**src/hw/fft_pkg.sv**
```systemverilog
// fft package: sample formats, fixed-point twiddle constants and index helpers
package fft_pkg;

	// real or imaginary sample width
	localparam int data_w = 16;

	typedef logic signed [data_w-1:0] sample_t;

	// twiddle fraction bits, unity is 0x2000
	localparam int tw_frac = 13;

	// butterfly products and sums
	typedef logic signed [31:0] prod_t;

	// largest supported frame is 2**max_log2 points
	localparam int max_log2 = 6;
	localparam int tw_count = 1 << (max_log2 - 1);

	// W64^k for k = 0..31, real part
	localparam sample_t tw_re [tw_count] = '{
		16'sh2000, 16'sh1FD8, 16'sh1F62, 16'sh1E9F,
		16'sh1D90, 16'sh1C38, 16'sh1A9B, 16'sh18BC,
		16'sh16A0, 16'sh144C, 16'sh11C7, 16'sh0F15,
		16'sh0C3E, 16'sh094A, 16'sh063E, 16'sh0322,
		16'sh0000, 16'shFCDD, 16'shF9C1, 16'shF6B5,
		16'shF3C1, 16'shF0EA, 16'shEE38, 16'shEBB3,
		16'shE95F, 16'shE743, 16'shE564, 16'shE3C7,
		16'shE26F, 16'shE160, 16'shE09D, 16'shE027
	};

	// imaginary part, negative sine for the forward transform
	localparam sample_t tw_im [tw_count] = '{
		16'sh0000, 16'shFCDD, 16'shF9C1, 16'shF6B5,
		16'shF3C1, 16'shF0EA, 16'shEE38, 16'shEBB3,
		16'shE95F, 16'shE743, 16'shE564, 16'shE3C7,
		16'shE26F, 16'shE160, 16'shE09D, 16'shE027,
		16'shE000, 16'shE027, 16'shE09D, 16'shE160,
		16'shE26F, 16'shE3C7, 16'shE564, 16'shE743,
		16'shE95F, 16'shEBB3, 16'shEE38, 16'shF0EA,
		16'shF3C1, 16'shF6B5, 16'shF9C1, 16'shFCDD
	};

	// mirror the low bits of an index
	function automatic int unsigned bit_reverse(
		input int unsigned idx,
		input int unsigned bits
	);
		int unsigned res;
		res = 0;
		for (int b = 0; b < bits; b++) begin
			res = (res << 1) | ((idx >> b) & 1);
		end
		return res;
	endfunction

endpackage
```
**src/hw/fft_butterfly.sv**
```systemverilog
`timescale 1ns/1ps
// radix-2 DIT butterfly with a fixed twiddle, three register stages
module fft_butterfly import fft_pkg::*; #(
	parameter int tw_index = 0,
	parameter int n_log2 = 4
) (
	input  logic    clk,
	input  logic    rst_n,
	input  logic    en,
	input  sample_t xp_re,
	input  sample_t xp_im,
	input  sample_t xq_re,
	input  sample_t xq_im,
	output logic    valid,
	output sample_t yp_re,
	output sample_t yp_im,
	output sample_t yq_re,
	output sample_t yq_im
);

	localparam sample_t w_re = tw_re[tw_index];
	localparam sample_t w_im = tw_im[tw_index];

	// twiddle must sit on the grid of an n_points transform
	if (n_log2 < 2 || n_log2 > max_log2) begin : g_bad_size
		$error("fft_butterfly: n_log2 %0d not supported", n_log2);
	end else if (tw_index % (1 << (max_log2 - n_log2)) != 0) begin : g_bad_twiddle
		$error("fft_butterfly: tw_index %0d off grid for n_log2 %0d", tw_index, n_log2);
	end

	logic [2:0] en_r;

	prod_t m_rr, m_ii, m_ri, m_ir;
	prod_t p1_re, p1_im;
	prod_t p2_re, p2_im;
	prod_t t_re, t_im;
	prod_t s_re, s_im, d_re, d_im;

	always_ff @(posedge clk or negedge rst_n) begin
		if (!rst_n) begin
			en_r <= '0;
		end else begin
			en_r <= {en_r[1:0], en};
		end
	end

	assign valid = en_r[2];

	always_ff @(posedge clk) begin
		// partial products, xp scaled up to the twiddle format
		if (en) begin
			m_rr  <= xq_re * w_re;
			m_ii  <= xq_im * w_im;
			m_ri  <= xq_re * w_im;
			m_ir  <= xq_im * w_re;
			p1_re <= prod_t'(xp_re) <<< tw_frac;
			p1_im <= prod_t'(xp_im) <<< tw_frac;
		end
		// xq times W
		if (en_r[0]) begin
			t_re  <= m_rr - m_ii;
			t_im  <= m_ri + m_ir;
			p2_re <= p1_re;
			p2_im <= p1_im;
		end
		if (en_r[1]) begin
			s_re <= p2_re + t_re;
			s_im <= p2_im + t_im;
			d_re <= p2_re - t_re;
			d_im <= p2_im - t_im;
		end
	end

	// drop the fraction, keep the sign
	assign yp_re = {s_re[31], s_re[tw_frac+data_w-2:tw_frac]};
	assign yp_im = {s_im[31], s_im[tw_frac+data_w-2:tw_frac]};
	assign yq_re = {d_re[31], d_re[tw_frac+data_w-2:tw_frac]};
	assign yq_im = {d_im[31], d_im[tw_frac+data_w-2:tw_frac]};

	// the previous stage spaces its frames wider than this pipeline
	assert property (@(posedge clk) disable iff (!rst_n) en |-> en_r == 3'b000)
		else $error("fft_butterfly: en while an earlier frame is in the pipeline");

endmodule

```
**config.mk**
```make
export PLATFORM = sky130hd
export DESIGN_NAME = fft_butterfly
export DESIGN_NICKNAME = d
export VERILOG_FILES = /design/src/hw/fft_pkg.sv /design/src/hw/fft_butterfly.sv
export SDC_FILE = /design/constraint.sdc
export NUM_CORES = 1
export LEC_CHECK = 0
export BUFFER_PORTS_ARGS = -buffer_cell sky130_fd_sc_hd__buf_4
export CAP_MARGIN = 5
export CORE_ASPECT_RATIO = 0.5
export CORE_MARGIN = 2
export CORE_UTILIZATION = 43
export CTS_CLUSTER_SIZE = 12
export DETAILED_ROUTE_END_ITERATION = 8
export PLACE_DENSITY_LB_ADDON = 0.3
export SYNTH_ARGS = -nofsm -noshare
export SYNTH_HDL_FRONTEND = slang
export SYNTH_SLANG_ARGS = --single-unit
```
**constraint.sdc**
```tcl
create_clock -name clk -period 2.3 [get_ports clk]
set_input_delay 0.23 -clock clk [delete_from_list [all_inputs] [get_ports clk]]
set_output_delay 0.23 -clock clk [all_outputs]
set_load 0.01 [all_outputs]
```
== Word level (Yosys, flattened, before mapping) ==
Index checks and enable logic that the tools add are counted.

* Add/subtract/negate cells: 4

{| class="wikitable"
|+ Operators with widths
! operator !! count
|-
| 29-bit by 29-bit adder with 30-bit output || 2
|-
| 29-bit by 29-bit subtractor with 30-bit output || 2
|}

* Flip-flop bits (word level): 259
* Word-level logic and storage cells: 17

== Depth between registers and ports, before layout ==
Gate-level depths: netlist (run 1).

* Depth after elaboration: 1
* Gate-level depth with buffers: 9

== Least setup slack after synthesis (run 1) ==
Ideal clock, no wire load.

* Path kind: flip-flop to flip-flop
* Start point: register p2_re[13]
* End point: register s_re[25], data pin
* Path buffers: 0
* Cell stages (with the launch flop): 9
* Path slack: 42 ps
* Required time: 2033 ps
* Arrival: 1991 ps
* Path through: edfxtp_1 -> ha_1 -> fa_1 -> nor2b_1 -> o21a_1 -> a211oi_2 -> o211a_1 -> o41ai_2 -> xnor2_1

* Longest elaborated chain between the ends: 1

{| class="wikitable"
|+ Ends and longest elaborated chain
! element !! RTL line !! source
|-
| from (decl) || fft_butterfly.sv:35 || <nowiki>prod_t p2_re, p2_im;</nowiki>
|-
| from (signal assigned) || fft_butterfly.sv:63 || <nowiki>p2_re <= p1_re;</nowiki>
|-
| 29-bit by 29-bit adder with 30-bit output || fft_butterfly.sv:67 || <nowiki>s_re <= p2_re + t_re;</nowiki>
|-
| to (signal assigned) || fft_butterfly.sv:67 ||
|-
| to (decl) || fft_butterfly.sv:37 || <nowiki>prod_t s_re, s_im, d_re, d_im;</nowiki>
|}

No other way between the ends.
A chain may end at the register's enable or synchronous reset.

== Worst setup path in the final report (run 1) ==
Ends and elaborated chain as after synthesis.

==> impl_results.rst, run 1 <==
.. list-table::
   :header-rows: 1

   * - Metric
     - Value
   * - Mapped Cells
     - ~650
   * - Number of global-route vias before repair
     - around 5500
   * - Core Footprint
     - between 20000 and 25000 um2
   * - Std cell rows
     - 37
   * - Clock period minus worst slack
     - approximately 2300 ps
   * - Data required, critical path
     - between 2000 and 2500 ps
   * - Proportion of power drawn by combinational gates
     - 24.9%
   * - Number of H-tree levels
     - 4
   * - Status
     - complete, but fails checks
   * - Normalized max-slew margin
     - between 40 and 50%
   * - Failing checks
     - negative setup slack
   * - Hold violation count in the final report
     - 0
   * - Initial antenna violation count
     - 0
   * - CTS tree
     - yes
   * - Distinct cells, synth
     - 67
   * - Final cell area excluding filler cells
     - roughly 12000 um2
   * - Antenna-violating nets left
     - 0
   * - Share of synthesized registers carrying an async set or reset
     - under 10%
   * - Crit-path cells
     - ha_1, fa_2, nor2b_1, o21a_1, a211oi_4, o211a_1, o41ai_2, xnor2_1
   * - Ant. Diodes
     - 0
   * - Fraction of power spent switching nets
     - between 20 and 30%
   * - Leading cell types in the layout, fill and taps excluded
     - 190 x edfxtp_1, 181 x buf_4, 66 x inv_1
   * - Total count of max-transition violations in the final report
     - 0
   * - Class of the tightest hold or removal check
     - primary input to asynchronous set/reset pin
   * - Layout-stage area growth over the synthesis result
     - 33.4%
   * - Sw Pwr
     - ~2800 uW
   * - Initial cell density of the core
     - a little over two fifths
   * - Final-stage net count
     - a little over 1000
   * - Data arrival, critical path
     - between 2000 and 2500 ps
   * - Sum of routed wire length over all layers
     - around 18000 um
   * - Number of sinks driven by the clock tree
     - approximately 190
   * - RSZ-0062 raised after global routing
     - true
   * - Synth warnings
     - 0
   * - Cell Pwr Density
     - 830 nW/um2
   * - Post-route worst hold slack
     - about 120 ps
   * - Maximum clock frequency
     - roughly 0.43 GHz
   * - Delay of the slowest cell on the worst path
     - ~400 ps
   * - Final worst-path cycle share
     - 101%
   * - CTS Root Cell
     - clkbuf_16
   * - Routability congestion estimate
     - roughly 0.82
   * - Peak VDD IR
     - approximately 480 uV
   * - Int Power
     - 7090 uW
   * - Most common cell after layout, fill and taps aside
     - edfxtp_1
   * - Static leakage power
     - around 0.0047 uW
   * - Clock transition time at the flip-flop clock pins of the worst setup and hold paths
     - roughly 70 ps
   * - Sort of element at the end of the critical path
     - flip-flop
   * - WS Path Type
     - flip-flop to flip-flop
   * - Cts bufs inserted
     - 17
   * - Number of search-and-repair iterations in the first detailed-routing pass
     - 4
   * - Ys flop type
     - edfxtp_1
   * - Total global routing track utilization
     - about 17%
   * - Post-synthesis instance area
     - ~8900 um2
   * - Setup skew after layout
     - about 10 ps
   * - Pin slew with the least headroom to its limit
     - 832 ps
   * - Via total after detailed routing
     - approximately 5700
   * - 1st-iter DRT viols
     - roughly 220
   * - Maximum number of pins on one net before global-route repair
     - 66
   * - Reported max-cap violation count
     - 0
   * - Startpoint class of the critical path
     - flip-flop
   * - Number of setup violations in the final report
     - 1
   * - Share of final-layout standard cells stronger than drive strength 1
     - 28.6%
   * - Area after detailed placement
     - 10400 um2
   * - DR WL/cell
     - roughly 15 um
   * - Total Die Area
     - 22000 um2
   * - Final core utilization
     - between 50% and 60%
   * - Worst reg2reg endpoint
     - s_re[25]
   * - Cell type of the slowest stage on the worst timing path
     - edfxtp_1
   * - Total half-perimeter wirelength after legalization and detailed placement
     - between 10000 and 15000 um
   * - Worst reg2reg startpoint
     - p2_re[13]
   * - R2R depth
     - 8
   * - Die height
     - between 100 and 150 um
   * - Wire length of the first global-routing pass
     - approximately 28000 um
   * - Total gr overflow
     - 0
   * - DRC viols
     - 0
   * - Critical Path Fanout Max
     - 4
   * - Buffer depth of the longest clock path
     - 2
   * - Via-per-instance ratio
     - just under 5
   * - Later-pin clock latency in the skew report
     - approximately 430 ps
   * - Worst setup path startpoint
     - p2_re[13]
   * - Buffers on Ports
     - 131
   * - Mean instance size in the synthesized netlist
     - 13.8 um2
   * - Power share of the sequential group
     - between 40% and 50%
   * - Sequential share of the synthesized area
     - 64.8%
   * - Flop2flop setup slack
     - -20 ps
   * - Clock power share
     - between 20% and 30%
   * - Seq cells post-synth
     - slightly below 200
   * - Post-route worst setup slack
     - -19.9 ps
   * - Number of enable-type register cells in the synthesized netlist
     - between 150 and 200
   * - Number of top-level pins
     - between 100 and 150
   * - Number of nets in the synthesized netlist
     - approximately 780
   * - Die width
     - 208 um
[power by group through the flow]
stage          registers (uW)  clock network [uW]  logic [uW]
2_1_floorplan            4760                   0        1180
3_3_place_gp             4640                   0        2190
3_5_place_dp             4660                   0        2210
4_1_cts                  4590                2920        2340
5_1_grt                  4620                3070        2690
6_report                 4570                2840        2450
[worst max-delay path, delay by kind of cell (launching register included)]
family                   cells  cell delay [ps]
AO/OA/AOI/OAI                4              770
adder cells (fa/ha/maj)      2              590
flip-flops                   1              400
AND/OR/NAND/NOR              1              150
XOR/XNOR                     1              150
[cell usage after synthesis, types with 2 or more instances]
cell | n | area share (%)
o21bai_1 | 2 | 0.17
dfrtp_1 | 3 | 0.84
fa_1 | 4 | 0.90
buf_2 | 11 | 0.62
o211ai_1 | 6 | 0.51
nor3_1 | 18 | 1.0
buf_4 | 4 | 0.34
and4_1 | 2 | 0.20
o2111ai_1 | 2 | 0.20
a21o_1 | 2 | 0.17
o31a_1 | 2 | 0.20
clkbuf_1 | 6 | 0.25
o31ai_1 | 4 | 0.34
nand2_1 | 9 | 0.38
or2_2 | 2 | 0.14
a31oi_1 | 5 | 0.35
a21oi_1 | 40 | 2.2
a21boi_0 | 2 | 0.17
buf_6 | 2 | 0.25
o21a_1 | 8 | 0.67
ha_1 | 64 | 9.0
nand4_1 | 3 | 0.21
a211oi_1 | 4 | 0.34
xor2_1 | 6 | 0.59
inv_1 | 66 | 2.8
nand3_1 | 3 | 0.17
or3_1 | 5 | 0.35
edfxtp_1 | 190 | 64
nor4_1 | 6 | 0.42
nor2_1 | 44 | 1.9
nand2b_1 | 7 | 0.49
o21ai_0 | 26 | 1.5
o22ai_1 | 2 | 0.14
a211o_1 | 3 | 0.29
nor2b_1 | 14 | 0.98
xnor2_1 | 38 | 3.7
[final cells by class]
| type | count | area, um2 |
|---|---|---|
| clock buffers | 19 | 443 |
| clock inverters | 13 | 119 |
| fillers | 1647 | 8570 |
| inverters | 67 | 251 |
| multi-input cells | 362 | 2950 |
| flip-flops and latches | 193 | 5780 |
| well taps | 273 | 342 |
| repair buffers | 246 | 2010 |
[logic make-up after synthesis]
logic type,count (synthesis),synth area share [%]
compound gates,131,9.89
xor+xnor,44,4.32
fa+ha+maj,68,9.88
buf+inv,91,4.33
flops,193,64.8
mux,1,0.112
simple gates,118,6.65
[layer usage]
metal  GRT usage, %  wire length (um)
met2           27.0              8570
met5              0                 0
met4           5.57               272
met1           22.0              8450
met3           3.75               511
[repair_timing]
item                                    CTS  global route
endpoints found under the hold margin    67             0
setup buffers                             0             6
pin swaps                                 7            15
resized for setup                        12            30
endpoints found under the setup margin   16            28
hold buffers                             65             0
cloned                                    0             0
[stage by stage]
| step | worst slack, ps | instances | power [uW] | TNS [ps] |
|---|---|---|---|---|
| 2_1_floorplan | 41.9 | 646 | 5950 | 0 |
| 3_3_place_gp | -33.3 | 1070 | 6830 | -93.2 |
| 3_5_place_dp | -135 | 1070 | 6880 | -678 |
| 4_1_cts | -7.80 | 1167 | 9840 | -7.80 |
| 5_1_grt | -97.0 | 1173 | 10400 | -590 |
| 6_report | -19.9 | 1173 | 9870 | -19.9 |
[worst max path at each step]
stage / slack, ps / depth (start not counted) / end
floorplan: 40 / 8 / s_re[25]
global placement: -30 / 8 / s_re[25]
detailed placement: -130 / 8 / d_re[27]
CTS: -8 / 9 / s_im[27]
global route: -100 / 8 / s_re[25]
finish: -20 / 8 / s_re[25]
[sequential cells by signal, indices dropped and copies added, names as in the netlist]
register  count
p1_im        16
p1_re        16
s_im         16
t_im         16
p2_im        16
p2_re        16
en_r          3
d_re         15
m_rr         16
s_re         16
d_im         15
t_re         16
m_ir         16
(Power assumes the default switching activity.)
==> run 2: changes to the inputs <==
Settings changed: BUFFER_PORTS_ARGS -buffer_cell sky130_fd_sc_hd__buf_4 to -buffer_cell sky130_fd_sc_hd__buf_2.
Clock period 2.3 ns to 3 ns, I/O delays scaled along.
==> run 2 against run 1 <==
  * The flow now finishes without violations
  * Sequential cell count is the same
  * Worst setup slack gained 500 ps
  * Highest routed layer unchanged
  * Sequential power down 23%
==> impl_results.rst, run 2 (synthesis gave the netlist of run 1 again) <==
.. list-table::
   :header-rows: 1

   * - Metric
     - Value
   * - Status
     - completed
   * - Number of fill cells
     - 1760 (+6.9%)
   * - Core Footprint
     - 20500 um2 (unchanged)
   * - Power share of the sequential group
     - 49.3% (+3.0 points)
   * - Total global routing track utilization
     - 15.0% (-1.5 points)
   * - Data arrival, critical path
     - 2790 ps (+300 ps)
   * - Die width
     - 208 um (unchanged)
   * - Number of sinks driven by the clock tree
     - 193 (unchanged)
   * - Routability congestion estimate
     - 0.833 (+1.9%)
   * - Data required, critical path
     - 3260 ps (+790 ps)
   * - Total gr overflow
     - 0 (unchanged)
   * - Clock power share
     - 30.4% (+1.6 points)
   * - Maximum clock frequency
     - 0.396 GHz (-8.1%)
   * - Ant. Diodes
     - 0 (unchanged)
   * - Buffer depth of the longest clock path
     - 2 (unchanged)
   * - Critical Path Fanout Max
     - 4 (unchanged)
   * - Setup skew after layout
     - 9.15 ps (-0.632 ps)
   * - Cts bufs inserted
     - 17 (unchanged)
   * - Std cell rows
     - 37 (unchanged)
   * - Maximum number of pins on one net before global-route repair
     - 40 (-39%)
   * - Proportion of power drawn by combinational gates
     - 20.3% (-4.6 points)
   * - Post-route worst setup slack
     - 476 ps (+496 ps)
   * - Initial antenna violation count
     - 0 (unchanged)
   * - Total Die Area
     - 22000 um2 (unchanged)
   * - DR WL/cell
     - 15.0 um (-0.93%)
   * - Number of H-tree levels
     - 4 (unchanged)
   * - Normalized max-slew margin
     - 49.7% (+5.1 points)
   * - Number of top-level pins
     - 132 (unchanged)
   * - Final worst-path cycle share
     - 84.1% (-17 points)
   * - Global-route met2 utilization
     - 23.5% (-3.5 points)
   * - Hold violation count in the final report
     - 0 (unchanged)
   * - Sum of routed wire length over all layers
     - 16000 um (-10%)
   * - DRC viols
     - 0 (unchanged)
   * - Met1 GRT Util
     - 20.3% (-1.7 points)
   * - Die height
     - 106 um (unchanged)
   * - Fraction of power spent switching nets
     - 27.6% (-0.58 points)
   * - Layer carrying the most global-route usage
     - met2
   * - Later-pin clock latency in the skew report
     - 440 ps (about the same)
   * - Via-per-instance ratio
     - 4.90 (+1.6%)
   * - Post-route worst hold slack
     - 32.8 ps (-90.4 ps)
   * - Place WS
     - 497 ps (+632 ps)
   * - Grt met3 use
     - 4.11% (+0.36 points)
   * - 1st-iter DRT viols
     - 190 (-12%)
   * - CTS Root Cell
     - clkbuf_16
   * - Pin slew with the least headroom to its limit
     - 755 ps (-77.2 ps)
   * - Peak VDD IR
     - 320 uV (-34%)
   * - Cell Pwr Density
     - 684 nW/um2 (-18%)
   * - Clock transition time at the flip-flop clock pins of the worst setup and hold paths
     - 70 ps (about the same)
   * - Resize count post-CTS
     - 0 (-12)
   * - Via total after detailed routing
     - 5206 (-7.9%)
   * - Sequential cell area
     - 5780 um2 (unchanged)
   * - R2R depth
     - 8 (unchanged)
   * - Antenna-violating nets left
     - 0 (unchanged)
   * - Final-stage net count
     - 912 (-11%)
   * - Leading cell types in the layout, fill and taps excluded
     - 190 x edfxtp_1, 131 x buf_2, 66 x inv_1
   * - Clock period minus worst slack
     - 2520 ps (+204 ps)
   * - Class of the tightest hold or removal check
     - primary input to flip-flop
   * - Sort of element at the end of the critical path
     - flip-flop
   * - Sw Pwr
     - 1970 uW (-29%)
   * - Total count of max-transition violations in the final report
     - 0 (unchanged)
   * - WS Path Type
     - flip-flop to flip-flop
   * - CTS tree
     - yes
   * - Int Power
     - 5160 uW (-27%)
   * - Setup tns final
     - 0 ps (+19.9 ps)
   * - Buffers on Ports
     - 131 (unchanged)
   * - Startpoint class of the critical path
     - flip-flop
   * - Number of setup violations in the final report
     - 0 (-1)
   * - Share of final-layout standard cells stronger than drive strength 1
     - 22.3% (-6.3 points)
   * - RSZ-0062 raised after global routing
     - false
   * - Reported max-cap violation count
     - 0 (unchanged)
   * - Layout-stage area growth over the synthesis result
     - 16.8%
   * - Wire length of the first global-routing pass
     - 25600 um (-9.5%)
   * - Total half-perimeter wirelength after legalization and detailed placement
     - 11900 um (-5.6%)
   * - Number of global-route vias before repair
     - 4989 (-9.6%)
   * - Footprint of the multi-input gates
     - 2750 um2 (-6.6%)
   * - Most common cell after layout, fill and taps aside
     - edfxtp_1
   * - WHS Path Cells
     - 1
   * - Static leakage power
     - 0.00413 uW (-13%)
   * - Initial cell density of the core
     - 43.6% (unchanged)
   * - Number of search-and-repair iterations in the first detailed-routing pass
     - 5 (+1)
   * - Power after layout
     - 7120 uW (-28%)
==> run 2: changes by cell type in the layout (fill, tap and decap cells not counted), sizes merged <==
cell,previous run,this run
buf,181,135
bufinv,0,1
clkinvlp,3,2
inv,74,70
dlygate4sd3,65,1
clkinv,3,7
==> run 2: what timing repair did <==
action                    in CTS  in global routing
setup buffers                  0                  0
hold buffers                   1                  0
hold endpoints to repair       3                  0
==> run 2: stage by stage <==
stage / utilization (%) / cell area [um2] / instances
finish: 50.9 / 10400 / 1063
global route: 50.9 / 10400 / 1063
CTS: 50.9 / 10400 / 1063
detailed placement: 48.1 / 9840 / 1030
global placement: 48.1 / 9840 / 1030
floorplan: - / 8920 / 646
==> run 2: path summary, 6_finish.rpt <==
kind	start	to	slack, ps
worst max-delay path	t_re[13]	d_re[27]	480
worst min-delay path	xp_re[15]	p1_re[28]	30
worst max register to register	t_re[13]	d_re[27]	480
worst min register to register	p1_re[13]	p2_re[13]	420
max in group asynchronous	rst_n	en_r[1]	2680
min in group asynchronous	rst_n	en_r[2]	200
==> run 2: final cells by class <==
class	count	area share, %
multi-input combinational	362	26.4
clock inverter	13	1.26
tap	273	3.28
clock buffer	19	4.16
timing repair buffer	136	6.92
sequential	193	55.5
inverter	67	2.42
==> run 2: routing by layer <==
layer,vias to the layer above,part of all wire [%]
li1,2610,-
met1,2452,47
met2,120,46
met3,24,4.5
met4,0,1.8
met5,-,0
==> run 2: critical path, stage by stage, from the launching register on <==
cell and delay [ps]:
edfxtp_1 400, ha_1 230, fa_1 400, and2b_1 250
o211ai_2 100, a31oi_2 260, o2111ai_1 240, and4_1 280
nor3_1 180
==> run 2: power groups by stage <==
stage / logic, uW / registers, uW / clock network, uW
2_1_floorplan: 907 / 3650 / 0
3_3_place_gp: 1430 / 3570 / 0
3_5_place_dp: 1440 / 3580 / 0
4_1_cts: 1450 / 3520 / 2220
5_1_grt: 1610 / 3550 / 2330
6_report: 1450 / 3510 / 2160
==> run 3: changes to the inputs <==
Settings changed: ABC_AREA set to 1.
Clock period 3 ns to 2.1 ns, I/O delays scaled along.
==> run 3 against run 2 <==
  * Worst setup slack lost 330 ps
  * First-iteration DRC count increased by 67%
  * Area after synthesis increased by 7.7%
  * Synthesized cell count is 41% higher
  * Sequential share of layout area decreased by 6.3 points
  * Routed wire length is 15% higher
  * Count of clock-buffer cells in the layout unchanged
  * Largest cell class unchanged
  * Largest power group unchanged
==> impl_results.rst, run 3 <==
.. list-table::
   :header-rows: 1

   * - Metric
     - Value
   * - Status
     - completed
   * - Number of setup violations in the final report
     - 0 (unchanged)
   * - Class of the tightest hold or removal check
     - primary input to asynchronous set/reset pin
   * - Sw Pwr
     - 3070 uW (+56%)
   * - Worst setup path end
     - d_re[30]
   * - Top area cells in the synthesized netlist
     - edfxtp_1 59%, nand2_1 10%, ha_1 8.3%, inv_1 5.8%, nand3_1 2.8%
   * - Buffers inserted during post-CTS setup optimization
     - 0 (unchanged)
   * - Number of global-route vias before repair
     - 6448 (+29%)
   * - Int Power
     - 7240 uW (+40%)
   * - Peak VDD IR
     - 856 uV (+170%)
   * - Core Footprint
     - 21800 um2 (+6.4%)
   * - R2R depth
     - 10 (+2)
   * - Via total after detailed routing
     - 6495 (+25%)
   * - Synth warnings
     - 0 (unchanged)
   * - Buffer depth of the longest clock path
     - 2 (unchanged)
   * - Pin slew with the least headroom to its limit
     - 435 ps (-320 ps)
   * - Flop2flop setup slack
     - 140 ps (-330 ps)
   * - Worst reg2reg startpoint
     - t_re[13]
   * - Sort of element at the end of the critical path
     - flip-flop
   * - Number of enable-type register cells in the synthesized netlist
     - 190 (unchanged)
   * - CTS Root Cell
     - clkbuf_16
   * - Largest delay share family, worst path
     - adder cells
   * - Post-synthesis instance area
     - 9610 um2 (+7.7%)
   * - Crit-path cells
     - ha_1, fa_1, inv_1, nand3_1, nand3_2, nand2_1, nand2_1, nand2_1, nand3_1, nand2_1
   * - Std cell rows
     - 38 (+2.7%)
   * - Power share of the sequential group
     - 48.2% (-1.1 points)
   * - Wire length of the first global-routing pass
     - 30200 um (+18%)
   * - Setup skew after layout
     - 16.8 ps (+7.65 ps)
   * - Clock power share
     - 28.8% (-1.6 points)
   * - Clock period minus worst slack
     - 1960 ps (-566 ps)
   * - Number of sinks driven by the clock tree
     - 193 (unchanged)
   * - Setup tns final
     - 0 ps (unchanged)
   * - Worst setup path startpoint
     - t_re[13]
   * - Cell type of the slowest stage on the worst timing path
     - edfxtp_1
   * - Maximum clock frequency
     - 0.511 GHz (+29%)
   * - Number of top-level pins
     - 132 (unchanged)
   * - Buffering stage count on the worst path with inverters included
     - 1 (+1)
   * - Sum of routed wire length over all layers
     - 18300 um (+15%)
   * - Routability congestion estimate
     - 0.880 (+5.6%)
   * - WS Path Type
     - flip-flop to flip-flop
   * - Most common cell on crit path
     - nand2_1
   * - Cts bufs inserted
     - 17 (unchanged)
   * - Initial cell density of the core
     - 44.1% (+0.54 points)
   * - Startpoint class of the critical path
     - flip-flop
   * - Clock transition time at the flip-flop clock pins of the worst setup and hold paths
     - 70 ps (about the same)
   * - Later-pin clock latency in the skew report
     - 450 ps (about the same)
   * - Final worst-path cycle share
     - 93.2% (+9.1 points)
   * - Total half-perimeter wirelength after legalization and detailed placement
     - 13800 um (+16%)
   * - Total Die Area
     - 23600 um2 (+7.5%)
   * - Distinct cells, synth
     - 28 (-58%)
   * - Buffers on Ports
     - 131 (unchanged)
   * - Hold violation count in the final report
     - 0 (unchanged)
   * - Total global routing track utilization
     - 16.6% (+1.6 points)
   * - Number of search-and-repair iterations in the first detailed-routing pass
     - 5 (unchanged)
   * - Number of H-tree levels
     - 4 (unchanged)
   * - Static leakage power
     - 0.00549 uW (+33%)
   * - Sequential share of the synthesized area
     - 60.2% (-4.7 points)
   * - Via-per-instance ratio
     - 4.55 (-7.1%)
   * - Initial antenna violation count
     - 0 (unchanged)
   * - 1st-iter DRT viols
     - 318 (+67%)
   * - Power after layout
     - 10300 uW (+45%)
   * - CTS tree
     - yes
   * - Proportion of power drawn by combinational gates
     - 22.9% (+2.6 points)
   * - Mapped Cells
     - 913 (+41%)
   * - DR WL/cell
     - 12.8 um (-15%)
   * - Share of synthesized registers carrying an async set or reset
     - 1.55% (unchanged)
   * - Proportion of netlist area held by the largest area contributor
     - 59.4% (-4.6 points)
   * - Final-stage net count
     - 1249 (+37%)
   * - Ant. Diodes
     - 0 (unchanged)
   * - CP Depth
     - 10 (+2)
   * - DRC viols
     - 0 (unchanged)
   * - Layout-stage area growth over the synthesis result
     - 22.2%
   * - Largest area contributor in the netlist
     - edfxtp_1
   * - Most common cell in the synthesized netlist
     - nand2_1
   * - Maximum number of pins on one net before global-route repair
     - 66 (+65%)
   * - Mean instance size in the synthesized netlist
     - 10.5 um2 (-24%)
   * - Worst reg2reg endpoint
     - d_re[30]
   * - Number of nets in the synthesized netlist
     - 1048 (+34%)
   * - Data arrival, critical path
     - 2170 ps (-620 ps)
   * - Reported max-cap violation count
     - 0 (unchanged)
   * - Share of final-layout standard cells stronger than drive strength 1
     - 18.2% (-4.1 points)
   * - Total gr overflow
     - 0 (unchanged)
   * - Cell Pwr Density
     - 879 nW/um2 (+28%)
   * - Leading cell types in the layout, fill and taps excluded
     - 260 x nand2_1, 190 x edfxtp_1, 148 x inv_1
   * - RSZ-0062 raised after global routing
     - true
   * - Most common cell after layout, fill and taps aside
     - nand2_1
   * - Seq cells post-synth
     - 193 (unchanged)
   * - Normalized max-slew margin
     - 71.0% (+21 points)
   * - Leading post-synthesis cells by instance count
     - 261 x nand2_1, 190 x edfxtp_1, 148 x inv_1
   * - Die height
     - 110 um (+3.7%)
   * - Data required, critical path
     - 2310 ps (-950 ps)
   * - Critical Path Fanout Max
     - 3 (-1)
   * - Fraction of power spent switching nets
     - 29.8% (+2.2 points)
   * - Delay of the slowest cell on the worst path
     - 410 ps (about the same)
   * - Antenna-violating nets left
     - 0 (unchanged)
   * - Ys flop type
     - edfxtp_1
   * - Die width
     - 215 um (+3.7%)
   * - Total count of max-transition violations in the final report
     - 0 (unchanged)
## run 3: metrics by stage
stage	area (um2)	utilization (%)	hold slack, ps	setup slack [ps]	std cells
finish	11700	53.9	88.7	143	1427
global route	11700	53.9	79.7	-11.0	1427
CTS	11700	53.8	47.8	85.0	1427
detailed placement	10500	48.4	8.28	67.3	1330
global placement	10500	48.4	7.00	161	1330
floorplan	9610	-	-85.6	79.7	913
## run 3: layout make-up
cell class	instances	area, um2
clock inverters	13	106
flip-flops and latches	193	5780
repair buffers	202	1360
inverters	159	597
well taps	300	375
fillers	1936	10000
clock buffers	19	433
multi-input cells	541	3080
## run 3: power by group through the flow
stage,logic [uW],clock network [uW],registers (uW)
after floorplan,1460,0,5180
after global placement,2240,0,5060
after detailed placement,2270,0,5070
after CTS,2370,3060,4990
after global routing,2680,3220,5030
final,2370,2970,4980
## run 3: logic make-up (layout without fill, tap and decap cells)
logic type	count (synthesis)	count (layout)	share of synthesized area, %
flip-flops	193	193	60.2
adder cells (fa/ha/maj)	68	68	9.17
buffers and inverters	179	393	7.96
AND/OR/NAND/NOR	403	403	17.4
AO/OA/AOI/OAI	42	42	2.77
XOR/XNOR	28	28	2.55
## run 3: worst min-delay path by stage
stage / cells after the start / startpoint / slack [ps] / end
CTS: 2 / rst_n / 50 / en_r[2]
global placement: 1 / rst_n / 7 / en_r[2]
floorplan: 0 / rst_n / -90 / en_r[0]
detailed placement: 1 / rst_n / 8 / en_r[2]
global route: 2 / rst_n / 80 / en_r[1]
finish: 2 / rst_n / 90 / en_r[2]
## run 3: repair_timing
| action | in CTS | in global routing |
|---|---|---|
| endpoints found under the setup margin | 0 | 10 |
| hold buffers | 65 | 0 |
| hold endpoints to repair | 67 | 0 |
| resized for setup | 0 | 5 |
## run 3: routing by layer
metal  track usage (%)  share of wire (%)  vias to the layer above  routed length, um
li1                  -                  -                     3349                  -
met1              20.1                 46                     3012               8410
met2              29.4                 49                      111               8960
met3              4.29                3.8                       23                690
met4              5.86                1.4                        0                254
met5                 0                  0                        -                  0
